`config.mk`:
```
export PLATFORM = sky130hd
export DESIGN_NAME = cpu_glue_top
export DESIGN_NICKNAME = d
export VERILOG_FILES = /design/src/hdl/cpu_glue_pkg.sv /design/src/hdl/pwr_ctrl_fsm.sv /design/src/hdl/tcm_idle_timer.sv /design/src/hdl/itcm_ctrl.sv /design/src/hdl/cpu_glue_top.sv
export SDC_FILE = /design/constraint.sdc
export NUM_CORES = 1
export LEC_CHECK = 0
export ABC_AREA = 0
export BUFFER_PORTS_ARGS = -buffer_cell sky130_fd_sc_hd__buf_4
export CAP_MARGIN = 40
export CORE_AREA = 2 2 106 108
export CTS_CLUSTER_DIAMETER = 80
export CTS_CLUSTER_SIZE = 24
export DETAILED_ROUTE_END_ITERATION = 10
export DIE_AREA = 0 0 108 110
export PLACE_DENSITY = 0.71
export SYNTH_ARGS = -nofsm -noshare
export SYNTH_HDL_FRONTEND = slang
export SYNTH_SLANG_ARGS = --single-unit
export TNS_END_PERCENT = 100
```
`constraint.sdc`:
```
create_clock -name clk -period 2.75 [get_ports clk]
set_input_delay 0.55 -clock clk [delete_from_list [all_inputs] [get_ports clk]]
set_output_delay 0.55 -clock clk [all_outputs]
set_load 0.03 [all_outputs]
```
`src/hdl/cpu_glue_pkg.sv`:
```
// Shared widths, ICB command and response structs, interrupt vector, power state enum

package cpu_glue_pkg;

  ////////////////////////////////////////
  // Widths
  ////////////////////////////////////////

  localparam int XLEN   = 32;   // Data path width
  localparam int ADDR_W = 16;   // ICB word address width

  ////////////////////////////////////////
  // ICB channels
  ////////////////////////////////////////

  // Command channel payload, driven by the master
  typedef struct packed {
    logic              read;    // 1 for a read, 0 for a write
    logic [ADDR_W-1:0] addr;
    logic [XLEN-1:0]   wdata;
    logic [XLEN/8-1:0] wmask;   // Byte enables for writes
  } icb_cmd_t;

  // Response channel payload
  typedef struct packed {
    logic            err;
    logic [XLEN-1:0] rdata;
  } icb_rsp_t;

  ////////////////////////////////////////
  // Interrupts and power
  ////////////////////////////////////////

  typedef struct packed {
    logic dbg;   // Debug request
    logic ext;   // External, from the PLIC side
    logic sft;   // Software
    logic tmr;   // Timer
  } irq_vec_t;

  typedef enum logic [1:0] {
    PWR_RUN   = 2'd0,
    PWR_SLEEP = 2'd1,
    PWR_WAKE  = 2'd2
  } pwr_state_e;

endpackage

```
`src/hdl/pwr_ctrl_fsm.sv`:
```
// Interrupt synchronizer and RUN/SLEEP/WAKE core power state machine
`timescale 1ns/1ns

module pwr_ctrl_fsm (
  input  logic                   clk,
  input  logic                   rst_n,
  input  logic                   core_wfi,
  input  cpu_glue_pkg::irq_vec_t irq_a,
  output cpu_glue_pkg::irq_vec_t irq_r,
  output logic                   core_clk_en,
  output logic                   core_sleep
);
  import cpu_glue_pkg::*;

  irq_vec_t   irq_meta_q;   // First sync stage
  pwr_state_e state_q;
  pwr_state_e state_d;
  logic       irq_any;
  logic       clk_en_q;

  ////////////////////////////////////////
  // Interrupt synchronizer
  ////////////////////////////////////////

  always_ff @(posedge clk) begin
    if (!rst_n) begin
      irq_meta_q <= '0;
      irq_r      <= '0;
    end else begin
      irq_meta_q <= irq_a;
      irq_r      <= irq_meta_q;
    end
  end

  assign irq_any = (irq_r != '0);   // Any source wakes the core

  ////////////////////////////////////////
  // Sleep state machine
  ////////////////////////////////////////

  always_comb begin
    state_d = state_q;
    case (state_q)
      PWR_RUN: begin
        // Pending interrupt blocks sleep entry
        if (core_wfi && !irq_any) begin
          state_d = PWR_SLEEP;
        end
      end
      PWR_SLEEP: begin
        if (irq_any) begin
          state_d = PWR_WAKE;
        end
      end
      PWR_WAKE: begin
        state_d = PWR_RUN;   // Clock already back on here
      end
      default: begin
        state_d = PWR_RUN;
      end
    endcase
  end

  always_ff @(posedge clk) begin
    if (!rst_n) begin
      state_q  <= PWR_RUN;
      clk_en_q <= 1'b1;
    end else begin
      state_q  <= state_d;
      clk_en_q <= (state_d != PWR_SLEEP);   // Registered enable, glitch free
    end
  end

  assign core_clk_en = clk_en_q;
  assign core_sleep  = ~clk_en_q;

  // Enable flop must track the state register
  a_no_clk_in_sleep: assert property (
    @(posedge clk) disable iff (!rst_n)
    (state_q == PWR_SLEEP) |-> !core_clk_en
  );

endmodule

```
`src/hdl/tcm_idle_timer.sv`:
```
// Idle cycle counter that drives ITCM light sleep
`timescale 1ns/1ns

module tcm_idle_timer #(
  parameter int IDLE_LIMIT = 8
) (
  input  logic clk,
  input  logic rst_n,
  input  logic tcm_active,
  output logic itcm_ls
);

  localparam int CNT_W = $clog2(IDLE_LIMIT + 1);

  logic [CNT_W-1:0] idle_cnt_q;
  logic             at_limit;

  assign at_limit = (idle_cnt_q == CNT_W'(IDLE_LIMIT));

  // Saturating counter, cleared by any activity
  always_ff @(posedge clk) begin
    if (!rst_n) begin
      idle_cnt_q <= '0;
    end else if (tcm_active) begin
      idle_cnt_q <= '0;
    end else if (!at_limit) begin
      idle_cnt_q <= idle_cnt_q + 1'b1;
    end
  end

  // Drops in the same cycle traffic shows up
  assign itcm_ls = at_limit && !tcm_active;

  a_cnt_saturates: assert property (
    @(posedge clk) disable iff (!rst_n)
    idle_cnt_q <= CNT_W'(IDLE_LIMIT)
  );

endmodule

```
`src/hdl/itcm_ctrl.sv`:
```
// ITCM controller with IFU/LSU ICB arbiter, RAM port driver and response buffer
`timescale 1ns/1ns

module itcm_ctrl #(
  parameter int RAM_AW = 10
) (
  input  logic                            clk,
  input  logic                            rst_n,
  input  logic                            core_sleep,

  input  logic                            ifu_cmd_valid,
  output logic                            ifu_cmd_ready,
  input  cpu_glue_pkg::icb_cmd_t          ifu_cmd,
  output logic                            ifu_rsp_valid,
  input  logic                            ifu_rsp_ready,
  output cpu_glue_pkg::icb_rsp_t          ifu_rsp,

  input  logic                            lsu_cmd_valid,
  output logic                            lsu_cmd_ready,
  input  cpu_glue_pkg::icb_cmd_t          lsu_cmd,
  output logic                            lsu_rsp_valid,
  input  logic                            lsu_rsp_ready,
  output cpu_glue_pkg::icb_rsp_t          lsu_rsp,

  output logic                            ram_cs,
  output logic                            ram_we,
  output logic [RAM_AW-1:0]               ram_addr,
  output logic [cpu_glue_pkg::XLEN/8-1:0] ram_wem,
  output logic [cpu_glue_pkg::XLEN-1:0]   ram_din,
  input  logic [cpu_glue_pkg::XLEN-1:0]   ram_dout,
  output logic                            tcm_active
);
  import cpu_glue_pkg::*;

  icb_cmd_t        sel_cmd;
  icb_rsp_t        rsp;
  logic            can_accept;
  logic            ifu_go;
  logic            lsu_go;
  logic            cmd_go;
  logic            in_range;
  logic            rsp_ready_sel;
  logic [XLEN-1:0] rsp_data;

  // Response buffer
  logic            rsp_vld_q;
  logic            rsp_lsu_q;   // Owner, 1 for LSU
  logic            rsp_new_q;   // First response cycle, RAM data live
  logic            rsp_err_q;
  logic            rsp_rd_q;
  logic [XLEN-1:0] rdata_q;

  ////////////////////////////////////////
  // Arbitration
  ////////////////////////////////////////

  assign can_accept    = !rsp_vld_q;   // One command in flight
  assign lsu_cmd_ready = can_accept;
  assign ifu_cmd_ready = can_accept && !core_sleep && !lsu_cmd_valid;   // LSU first

  assign lsu_go  = lsu_cmd_valid && lsu_cmd_ready;
  assign ifu_go  = ifu_cmd_valid && ifu_cmd_ready;
  assign cmd_go  = lsu_go || ifu_go;
  assign sel_cmd = lsu_cmd_valid ? lsu_cmd : ifu_cmd;

  // Upper address bits must be clear
  assign in_range = ((sel_cmd.addr >> RAM_AW) == '0);

  ////////////////////////////////////////
  // RAM port
  ////////////////////////////////////////

  assign ram_cs   = cmd_go && in_range;
  assign ram_we   = ~sel_cmd.read;
  assign ram_addr = sel_cmd.addr[RAM_AW-1:0];
  assign ram_wem  = sel_cmd.wmask;
  assign ram_din  = sel_cmd.wdata;

  ////////////////////////////////////////
  // Response buffer
  ////////////////////////////////////////

  assign rsp_ready_sel = rsp_lsu_q ? lsu_rsp_ready : ifu_rsp_ready;

  always_ff @(posedge clk) begin
    if (!rst_n) begin
      rsp_vld_q <= 1'b0;
      rsp_new_q <= 1'b0;
      rsp_lsu_q <= 1'b0;
    end else begin
      rsp_new_q <= cmd_go;
      if (cmd_go) begin
        rsp_vld_q <= 1'b1;
        rsp_lsu_q <= lsu_go;
      end else if (rsp_vld_q && rsp_ready_sel) begin
        rsp_vld_q <= 1'b0;
      end
    end
  end

  always_ff @(posedge clk) begin
    if (cmd_go) begin
      rsp_err_q <= !in_range;
      rsp_rd_q  <= sel_cmd.read;
    end
    if (rsp_new_q) begin
      rdata_q <= ram_dout;   // Hold read data under back-pressure
    end
  end

  assign rsp_data  = rsp_new_q ? ram_dout : rdata_q;
  assign rsp.err   = rsp_err_q;
  assign rsp.rdata = (rsp_rd_q && !rsp_err_q) ? rsp_data : '0;

  assign ifu_rsp_valid = rsp_vld_q && !rsp_lsu_q;
  assign lsu_rsp_valid = rsp_vld_q && rsp_lsu_q;
  assign ifu_rsp       = rsp;
  assign lsu_rsp       = rsp;

  assign tcm_active = ifu_cmd_valid || lsu_cmd_valid || rsp_vld_q;

  a_no_cs_when_pending: assert property (
    @(posedge clk) disable iff (!rst_n)
    ram_cs |-> !rsp_vld_q
  );

  a_one_rsp_port: assert property (
    @(posedge clk) disable iff (!rst_n)
    !(ifu_rsp_valid && lsu_rsp_valid)
  );

  // Stalled response keeps its payload
  a_rsp_stable: assert property (
    @(posedge clk) disable iff (!rst_n)
    (rsp_vld_q && !rsp_ready_sel) |=> (rsp_vld_q && $stable(rsp))
  );

endmodule

```
`src/hdl/cpu_glue_top.sv`:
```
// Always-on CPU glue top level with power control, idle timer and ITCM controller
`timescale 1ns/1ns

module cpu_glue_top #(
  parameter int RAM_AW     = 10,   // ITCM RAM word address width
  parameter int IDLE_LIMIT = 8     // Idle cycles before ITCM light sleep
) (
  input  logic                          clk,
  input  logic                          rst_n,

  // Core power and interrupts
  input  logic                          core_wfi,
  input  cpu_glue_pkg::irq_vec_t        irq_a,
  output cpu_glue_pkg::irq_vec_t        irq_r,
  output logic                          core_clk_en,

  // Instruction fetch ICB
  input  logic                          ifu_cmd_valid,
  output logic                          ifu_cmd_ready,
  input  cpu_glue_pkg::icb_cmd_t        ifu_cmd,
  output logic                          ifu_rsp_valid,
  input  logic                          ifu_rsp_ready,
  output cpu_glue_pkg::icb_rsp_t        ifu_rsp,

  // Load/store ICB
  input  logic                          lsu_cmd_valid,
  output logic                          lsu_cmd_ready,
  input  cpu_glue_pkg::icb_cmd_t        lsu_cmd,
  output logic                          lsu_rsp_valid,
  input  logic                          lsu_rsp_ready,
  output cpu_glue_pkg::icb_rsp_t        lsu_rsp,

  // ITCM RAM macro
  output logic                          ram_cs,
  output logic                          ram_we,
  output logic [RAM_AW-1:0]             ram_addr,
  output logic [cpu_glue_pkg::XLEN/8-1:0] ram_wem,
  output logic [cpu_glue_pkg::XLEN-1:0] ram_din,
  input  logic [cpu_glue_pkg::XLEN-1:0] ram_dout,
  output logic                          itcm_ls
);

  logic core_sleep;   // Core parked on WFI
  logic tcm_active;   // Any ITCM traffic this cycle

  pwr_ctrl_fsm u_pwr_ctrl_fsm (
    .clk         (clk),
    .rst_n       (rst_n),
    .core_wfi    (core_wfi),
    .irq_a       (irq_a),
    .irq_r       (irq_r),
    .core_clk_en (core_clk_en),
    .core_sleep  (core_sleep)
  );

  tcm_idle_timer #(
    .IDLE_LIMIT (IDLE_LIMIT)
  ) u_tcm_idle_timer (
    .clk        (clk),
    .rst_n      (rst_n),
    .tcm_active (tcm_active),
    .itcm_ls    (itcm_ls)
  );

  itcm_ctrl #(
    .RAM_AW (RAM_AW)
  ) u_itcm_ctrl (
    .clk           (clk),
    .rst_n         (rst_n),
    .core_sleep    (core_sleep),
    .ifu_cmd_valid (ifu_cmd_valid),
    .ifu_cmd_ready (ifu_cmd_ready),
    .ifu_cmd       (ifu_cmd),
    .ifu_rsp_valid (ifu_rsp_valid),
    .ifu_rsp_ready (ifu_rsp_ready),
    .ifu_rsp       (ifu_rsp),
    .lsu_cmd_valid (lsu_cmd_valid),
    .lsu_cmd_ready (lsu_cmd_ready),
    .lsu_cmd       (lsu_cmd),
    .lsu_rsp_valid (lsu_rsp_valid),
    .lsu_rsp_ready (lsu_rsp_ready),
    .lsu_rsp       (lsu_rsp),
    .ram_cs        (ram_cs),
    .ram_we        (ram_we),
    .ram_addr      (ram_addr),
    .ram_wem       (ram_wem),
    .ram_din       (ram_din),
    .ram_dout      (ram_dout),
    .tcm_active    (tcm_active)
  );

endmodule

```
# After elaboration in Yosys (flattened, before gate mapping)
# Index checks and enable logic that the tools add are counted.
[word_totals]
reg_bits = 52
in_bits = 149
out_inout_bits = 124
word_cells = 58
[classes]
addsub = 1
n_eq_ne = 3
muxes = 9
n_bitwise = 2
n_reduce_logical = 26
[ops]
columns = ["cell", "count"]
rows = [
  ["$mux 32", 2],
  ["$mux 53", 1],
  ["$logic_not 16->1", 1],
  ["$logic_and 1x1->1", 11],
  ["$logic_not 1->1", 7],
  ["$add 4x1->4 const B", 1],
  ["$eq 4x4->1 const B", 1],
  ["$mux 2", 2],
  ["$pmux 2 s2", 1],
  ["$reduce_bool 4->1", 1],
  ["$logic_or 1x1->1", 3],
  ["$mux 1", 3],
  ["$eq 2x1->1 const B", 1],
  ["$logic_not 2->1", 1],
  ["$ne 2x1->1 const B", 1],
  ["$not 1->1", 2],
  ["$reduce_bool 2->1", 1],
  ["$reduce_or 2->1", 1],
]

# Logic depth before layout (Yosys ltp)
# Gate-level depths: netlist of run 1.
[logic_depth]
ltp_word = 6
depth_mapped = 5
depth_no_buf = 5

# Hierarchy
# From an unflattened synthesis of run 1, not the netlist that was laid out.
[unflattened]
cells_unflattened = 312
area_unflattened_um2 = 3224.3
[modules_own_cells]
columns = ["module", "n_inst", "cells_each", "area_per_inst_um2"]
rows = [
  ["itcm_ctrl", 1, 264, 2681.3],
  ["pwr_ctrl_fsm", 1, 26, 332.8],
  ["tcm_idle_timer", 1, 22, 210.2],
]

# Least setup slack after synthesis of run 1
# OpenSTA, ideal clock, no wires.
[synth_timing]
kind = "input to output"
from = "input port lsu_cmd_valid"
to = "output port ram_cs"
t_arrival_ps = 1720
t_required_ps = 2200
setup_slack_ps = 480
cell_stages = 4
cell_sequence = "buf_2 -> buf_2 -> nand3_1 -> a21boi_0"
[synth_between]
elab_chain_cells = 5
elab_cells_between_ends = 8
cone_classes = "1 x mux; 7 x reduce/logical"
[synth_rtl]
columns = ["element", "line", "rtl"]
rows = [
  ["start: declaration", "cpu_glue_top.sv:26", "input logic lsu_cmd_valid,"],
  ["parallel branches: the longest is 4 deep, another holds $mux 53", "-", ""],
  ["$logic_and 1x1->1 (*)", "itcm_ctrl.sv:73", "assign ram_cs = cmd_go && in_range;"],
  ["end: declaration", "cpu_glue_top.sv:34", "output logic ram_cs,"],
]
# Mark *: on every way between the ends.

==> flow_summary.ini, run 1 <==
[critical_path]
path_max_fanout = 26
cp-startpoint = u_itcm_ctrl.rsp_new_q
critical_path.endpoint_type = primary output
cp_top_family = flip-flops
critPathKind = reg2out
cp.buffers_inverters = 2
r2r_start = u_itcm_ctrl.rsp_new_q
cp_cell_sequence = buf_12 > mux2_2 > nor2b_1 > buf_4
crit_path_start_kind = flip-flop
crit_path_max_incr_delay_ns = 0.50
cp_slowest_cell = dfxtp_2
required_ns = 2.20
crit_arrival_ns = 1.79

[clocking]
clkLatencyLatePin_ns = 0.31
cts-resized-gates = 0
numClockSinks = 52
path_clk_slew_ns = 0.10
postCtsSetupBuffers = 0
hold_buffers = 0
h-tree-depth = 2
cts_made_buffers = 5
cts_tree = built
clockRootBuffer = clkbuf_8
clk_path_buf_depth = 2

[grt]
gr-usage-met3 = 0.0564
grt_max_degree = 54
grt_usage = 0.157
antenna_found_initial = 0
met2_usage = 0.304
grt_pass1_wl_um = 14200
met1_usage = 0.146
grt_pass1_vias = 2765
grt.busiest_layer = met2
grt_overflow_total = 0

[sta]
drv_slew = 0
tightest_slew_ns = 0.635
finalSetupTns_ns = 0
setup_viol_count_final = 0
fmax_ghz = 0.427
rsz0062_at_grt = no
clock_skew_ns = 0.0115
fin_hold_ws_ns = 0.433
min_period_ns = 2.34
maxSlewHeadroom = 0.577
hold_violations = 0
period_share = 0.852

[logic_synthesis]
yosysTopAreaCellShare = 0.304
synth-seq-area-share = 0.323
syn-num-nets = 464
synth_cells = 313
syn_area_per_cell_um2 = 10.5
ys.flop_type = dfxtp_1
synth.most_common_cell = buf_4
synth-warning-count = 0
synth_area_leader_cell = dfxtp_1
ys_types = 30
ys_top_cells_by_area = dfxtp_1, buf_4, mux2_2, mux2_4, nor2b_1
synth_seq_cells = 52
async_flop_share = 0
synth_edf_count = 2
synth_top_cells_by_count = buf_4, dfxtp_1, mux2_2
syn_area_um2 = 3290

[placement]
port_buffers = 272
hpwlAfterDp_um = 8200
place.gp.congestion = 0.820

[routing]
drtIter0Drc = 64
dr_total_vias = 2761
drc = 0
vias_per_cell = 4.30
post_drt_wl_per_cell_um = 15.3
wirelength_um = 9810
drt-pass1-iter-count = 4
postRouteAntennaNets = 0

[worst_hold_path]
hold_path.class = reg2reg
hp-start = u_pwr_ctrl_fsm.irq_meta_q[2]

[pwr]
switching_power_mw = 0.618
internal-power_mw = 1.75
power.total_mw = 2.37
switching_share = 0.261
comb_power_share = 0.328
power_leakage_nw = 2.47
powerDensity_nw_per_um2 = 473
ir_drop_mv = 0.206
pwr-share-clk = 0.283
seq_power_share = 0.389

[floorplanning]
die-area_um2 = 11900
die_h_um = 110
start_util = 0.307
rows = 38
die_x_um = 108
core_um2 = 10700
io_pins = 273

[layout]
multi_input_area_um2 = 1520
nFillCells = 1024
finalNetCount = 652
seq_area_um2 = 1060
layout-drive-gt1-share = 0.721
n_antenna_cell = 0
syn_to_final_growth_pct = 52.2

[run]
cap_violations = 0

[status]
status = complete, no violations
-- kinds of logic (layout without fill, tap and decap cells) --
kind of cell / after synthesis / in the layout / synth area share
flops: 52 / 52 / 0.323
compound gates: 8 / 8 / 0.0164
xor+xnor: 2 / 2 / 0.00533
simple gates: 69 / 69 / 0.124
mux: 80 / 80 / 0.307
buf+inv: 100 / 289 / 0.217
fa+ha+maj: 2 / 2 / 0.00761
-- cell usage in the layout, fill, tap and decap left out, types with 3 or more instances in the layout --
cell type | netlist | layout
buf_4 | 80 | 274
dfxtp_1 | 50 | 49
mux2_2 | 48 | 48
nor2b_1 | 33 | 33
mux2_4 | 30 | 30
and2_1 | 11 | 11
inv_1 | 6 | 6
nor2_1 | 6 | 6
nand2_1 | 5 | 5
clkbuf_8 | 0 | 5
nor4_1 | 3 | 3
nand3b_1 | 3 | 3
-- flip-flops by register name, indices dropped and copies added (netlist names) --
register                     cells
u_itcm_ctrl.rsp_rd_q             1
u_pwr_ctrl_fsm.irq_r             4
u_pwr_ctrl_fsm.core_clk_en       1
u_itcm_ctrl.rsp_err_q            1
u_tcm_idle_timer.idle_cnt_q      4
u_pwr_ctrl_fsm.irq_meta_q        4
u_itcm_ctrl.rsp_vld_q            1
u_pwr_ctrl_fsm.state_q           2
u_itcm_ctrl.rsp_lsu_q            1
u_itcm_ctrl.rsp_new_q            1
u_itcm_ctrl.rdata_q             32
-- stage by stage --
step	cell area, um2	worst slack, ns	utilization	std cells
finish	5010	0.408	0.468	642
global route	5010	0.302	0.468	642
CTS	5010	0.374	0.468	642
detailed placement	4850	0.509	0.454	634
global placement	4850	0.514	0.454	634
floorplan	3290	0.480	-	313
-- final timing paths --
check | slack, ns | cells after the start | to
min reg2reg | 0.43 | 1 | u_pwr_ctrl_fsm.irq_r[2]
max reg2reg | 1.49 | 2 | u_itcm_ctrl.rdata_q[0]
max | 0.41 | 4 | lsu_rsp[0]
min | 0.43 | 1 | u_pwr_ctrl_fsm.irq_r[2]
-- power groups by stage --
| stage | logic, mW | clock network, mW | registers [mW] |
|---|---|---|---|
| after floorplan | 0.541 | 0 | 0.928 |
| after global placement | 0.768 | 0 | 0.934 |
| after detailed placement | 0.779 | 0 | 0.941 |
| after CTS | 0.783 | 0.695 | 0.924 |
| after global routing | 0.823 | 0.720 | 0.934 |
| final | 0.776 | 0.669 | 0.921 |
-- metal layers --
metal	wire length, um	vias up
met3	993	23
met4	329	0
li1	-	1331
met1	3140	1250
met5	0	-
met2	5350	157
-- final cells by class --
type	count	area share
tap	140	0.0350
clock buffer	6	0.0187
inverter	6	0.00450
sequential	52	0.212
multi-input combinational	161	0.303
timing repair buffer	275	0.415
clock inverter	2	0.0120
Power figures use the tool's default switching activity.
==> run 2: changes to the inputs <==
- CORE_AREA: 2 2 106 108 -> 2 2 107 109
- DIE_AREA: 0 0 108 110 -> 0 0 109 111
- PLACE_DENSITY: 0.71 -> 0.7
- clock period: 2.75 -> 2.25 ns (I/O delays scaled with it)
==> run 2 against run 1 <==
Net effect:
- utilization is 1.3 points lower
- critical path type unchanged
- first-iteration DRC count is 69% higher
- global-route usage is 1.5 points lower
- largest cell class unchanged
- critical path depth stayed put
- clock power is 12% higher
- highest routed layer unchanged
==> flow_summary.ini, run 2 (synthesis results as in run 1) <==
[clocking]
path_clk_slew_ns = 0.07
cts-resized-gates = 0
cts_made_buffers = 5
numClockSinks = 52
cts_tree = built
clockRootBuffer = clkbuf_16
hold_buffers = 0
postCtsSetupBuffers = 0
clk_path_buf_depth = 2
h-tree-depth = 2
clkLatencyLatePin_ns = 0.29

[sta]
rsz0062_at_grt = no
drv_slew = 0
period_share = 0.931
maxSlewHeadroom = 0.762
finalSetupTns_ns = 0
finalWorstSetupSlack_ns = 0.154
hold_violations = 0
min_period_ns = 2.10
tightest_slew_ns = 0.354
clock_skew_ns = 0.00970
setup_viol_count_final = 0
fmax_ghz = 0.477

[pwr]
seq_power_share = 0.396
powerDensity_nw_per_um2 = 562
ir_drop_mv = 0.327
pwr-share-clk = 0.264
power.total_mw = 2.83
switching_power_mw = 0.783
power_leakage_nw = 2.49
comb_power_share = 0.340
switching_share = 0.276
internal-power_mw = 2.05

[routing]
postRouteAntennaNets = 0
drtIter0Drc = 108
dr_total_vias = 2728
vias_per_cell = 4.21
post_drt_wl_per_cell_um = 14.1
drc = 0
drt-pass1-iter-count = 3
wirelength_um = 9140

[critical_path]
crit_arrival_ns = 1.65
crit_path_max_incr_delay_ns = 0.38
path_depth = 4
cp_top_family = buffers and inverters
critical_path.endpoint_type = primary output
crit_path_start_kind = flip-flop
cp_cell_sequence = buf_12 > mux2_2 > nor2b_1 > buf_4
cp.buffers_inverters = 2
rr_worst_depth = 5
critPathKind = reg2out
required_ns = 1.80
cp_slowest_cell = mux2_2
path_max_fanout = 32

[placement]
place_area_um2 = 4890
preCtsSetupSlack_ns = 0.309
hpwlAfterDp_um = 7800
place.gp.congestion = 0.887
port_buffers = 272

[grt]
grt_overflow_total = 0
grt_pass1_wl_um = 13400
antenna_found_initial = 0
grt_pass1_vias = 2681
grt_usage = 0.142
grt_max_degree = 33

[floorplanning]
die_h_um = 111
io_pins = 273
core_um2 = 11100
start_util = 0.297
die-area_um2 = 12100
die_x_um = 109
rows = 39

[layout]
largest_register_ffs = 32
finalNetCount = 655
layout-drive-gt1-share = 0.723
top_register = u_itcm_ctrl.rdata_q
final_common_cell = buf_4
final_cell_mix = buf_4, dfxtp_1, mux2_2, nor2b_1, mux2_4
n_antenna_cell = 0
syn_to_final_growth_pct = 53.3
final_area_um2 = 5040

[worst_hold_path]
hold_path.class = in2reg
hold_depth = 2

[run]
cap_violations = 0

[status]
status = complete, no violations
run 2: cell count changes in the layout (fill, tap and decap cells not counted), sizes merged:
cell | previous run | this run
clkbuf | 6 | 5
clkinvlp | 0 | 1
inv | 6 | 8
bufinv | 2 | 0
buf | 275 | 278
run 2: layout make-up:
type                            instances  area [um2]
Clock buffer                            5         125
Timing Repair Buffer                  278        2110
Fill cell                            1053        6040
Sequential cell                        52        1060
Multi-Input combinational cell        161        1520
Tap cell                              143         179
Inverter                                6        22.5
Clock inverter                          3        25.0
run 2: final timing paths:
kind	start	end	slack, ns
setup / recovery	u_itcm_ctrl.rsp_new_q	lsu_rsp[31]	0.15
hold reg to reg	u_pwr_ctrl_fsm.state_q[1]	u_pwr_ctrl_fsm.state_q[1]	0.42
hold / removal	irq_a[3]	u_pwr_ctrl_fsm.irq_meta_q[3]	0.36
setup reg to reg	u_tcm_idle_timer.idle_cnt_q[0]	u_tcm_idle_timer.idle_cnt_q[1]	1.06
run 2: through the flow:
step | instances | hold WS (ns) | utilization
finish | 648 | 0.363 | 0.455
global route | 648 | 0.348 | 0.455
CTS | 648 | 0.353 | 0.455
detailed placement | 640 | 0.419 | 0.442
global placement | 640 | 0.406 | 0.442
floorplan | 313 | 0.398 | -
run 2: routing by layer:
metal	up-vias	GRT usage	routed length (um)
met4	0	0.0496	158
met1	1214	0.153	3330
met5	-	0	0
li1	1337	-	-
met2	167	0.261	4720
met3	10	0.0370	938
run 2: power by group through the flow:
| stage | Combinational (mW) | Clock [mW] | Sequential, mW |
|---|---|---|---|
| 4_1_cts | 0.973 | 0.779 | 1.12 |
| 3_3_place_gp | 0.953 | 0 | 1.13 |
| 3_5_place_dp | 0.967 | 0 | 1.14 |
| 6_report | 0.963 | 0.750 | 1.12 |
| 5_1_grt | 1.02 | 0.823 | 1.14 |
| 2_1_floorplan | 0.662 | 0 | 1.13 |
==> run 3: changes to the inputs <==
- clock period: 2.25 -> 2.35 ns (I/O delays scaled with it)
==> run 3 against run 2 <==
Net effect:
- sequential power fell by 4%
- sequential share of layout area barely moved
- flip-flop and latch count did not move
- critical endpoint is now lsu_rsp[28]
==> flow_summary.ini, run 3 (synthesis results as in run 1) <==
[pwr]
powerDensity_nw_per_um2 = 539
ir_drop_mv = 0.349
power_leakage_nw = 2.49

[clocking]
clk_path_buf_depth = 2
postCtsSetupBuffers = 0
hold_buffers = 0
path_clk_slew_ns = 0.07
cts-resized-gates = 0
numClockSinks = 52
h-tree-depth = 2
clkLatencyLatePin_ns = 0.28
clockRootBuffer = clkbuf_16
cts_tree = built
cts_made_buffers = 5

[critical_path]
crit_path_max_incr_delay_ns = 0.45
path_max_fanout = 32
cp_slowest_cell = edfxtp_1
required_ns = 1.88
rr_worst_depth = 5
crit_path_start_kind = flip-flop
crit_path_frequent_cell = buf_4
crit_arrival_ns = 1.62
critPathKind = reg2out
critical_path.endpoint_type = primary output
cp_cell_sequence = nand2b_1 > buf_4 > nor2b_1 > buf_4

[placement]
port_buffers = 272
hpwlAfterDp_um = 7970
place_inst = 640
place.gp.congestion = 0.898

[layout]
finalNetCount = 655
final_cell_mix = buf_4, dfxtp_1, mux2_2, nor2b_1, mux2_4
top_register = u_itcm_ctrl.rdata_q
multi_input_area_um2 = 1520
n_antenna_cell = 0
final_common_cell = buf_4
layout-drive-gt1-share = 0.721
final_util = 0.455
seq_area_um2 = 1060
nFillCells = 1063
fin_cells = 648
syn_to_final_growth_pct = 53.2
largest_register_ffs = 32

[grt]
grt_pass1_wl_um = 13900
grt_overflow_total = 0
grt_usage = 0.149
grt_pass1_vias = 2846
antenna_found_initial = 0
grt_max_degree = 33

[sta]
min_period_ns = 2.09
tightest_slew_ns = 0.361
finalSetupTns_ns = 0
fin_hold_ws_ns = 0.391
clock_skew_ns = 0.00440
fmax_ghz = 0.479
period_share = 0.889
rsz0062_at_grt = no
setup_viol_count_final = 0
drv_slew = 0
hold_violations = 0
maxSlewHeadroom = 0.757

[floorplanning]
die_x_um = 109
io_pins = 273
core_um2 = 11100
start_util = 0.297
die-area_um2 = 12100
rows = 39
die_h_um = 111

[routing]
postRouteAntennaNets = 0
drc = 0
post_drt_wl_per_cell_um = 14.5
drt-pass1-iter-count = 3
vias_per_cell = 4.26
drtIter0Drc = 60
wirelength_um = 9400
dr_total_vias = 2760

[status]
status = complete, no violations

[run]
cap_violations = 0

[worst_hold_path]
hold_depth = 2
hold_path.class = in2reg
[run 3: critical path: cells and delay by family (launching register included)]
kind,cells,cell delay (ns)
flops,1,0.45
buf+inv,2,0.43
simple gates,2,0.43
[run 3: worst paths after layout]
| check | to | slack, ns | from |
|---|---|---|---|
| worst max-delay path | lsu_rsp[28] | 0.26 | u_itcm_ctrl.rsp_err_q |
| worst min-delay path | u_pwr_ctrl_fsm.irq_meta_q[3] | 0.39 | irq_a[3] |
| worst max register to register | u_tcm_idle_timer.idle_cnt_q[1] | 1.15 | u_tcm_idle_timer.idle_cnt_q[0] |
| worst min register to register | u_pwr_ctrl_fsm.state_q[1] | 0.43 | u_pwr_ctrl_fsm.state_q[1] |
[run 3: final cells by class]
class	count	share of cell area
timing repair buffer	278	0.419
multi-input combinational	161	0.301
sequential	52	0.211
tap	143	0.0355
clock buffer	7	0.0283
inverter	6	0.00447
clock inverter	1	0.00124
[run 3: stage by stage]
step / total power [mW] / area, um2 / setup WS [ns]
after floorplan: 1.72 / 3290 / 0.240
after detailed placement: 2.02 / 4890 / 0.336
after global routing: 2.86 / 5040 / 0.178
final: 2.72 / 5040 / 0.261
after CTS: 2.76 / 5040 / 0.221
after global placement: 2.00 / 4890 / 0.367
[run 3: layer usage]
| layer | track usage | vias to the layer above | routed length (um) |
|---|---|---|---|
| met5 | 0 | - | 0 |
| met4 | 0.0496 | 0 | 176 |
| met3 | 0.0400 | 10 | 969 |
| met2 | 0.283 | 167 | 4920 |
| met1 | 0.153 | 1239 | 3330 |
| li1 | - | 1344 | - |
[run 3: power breakdown]
group | switching, mW | internal, mW
clock network | 0.299 | 0.425
logic | 0.386 | 0.535
registers | 0.0454 | 1.03
total | 0.731 | 1.99
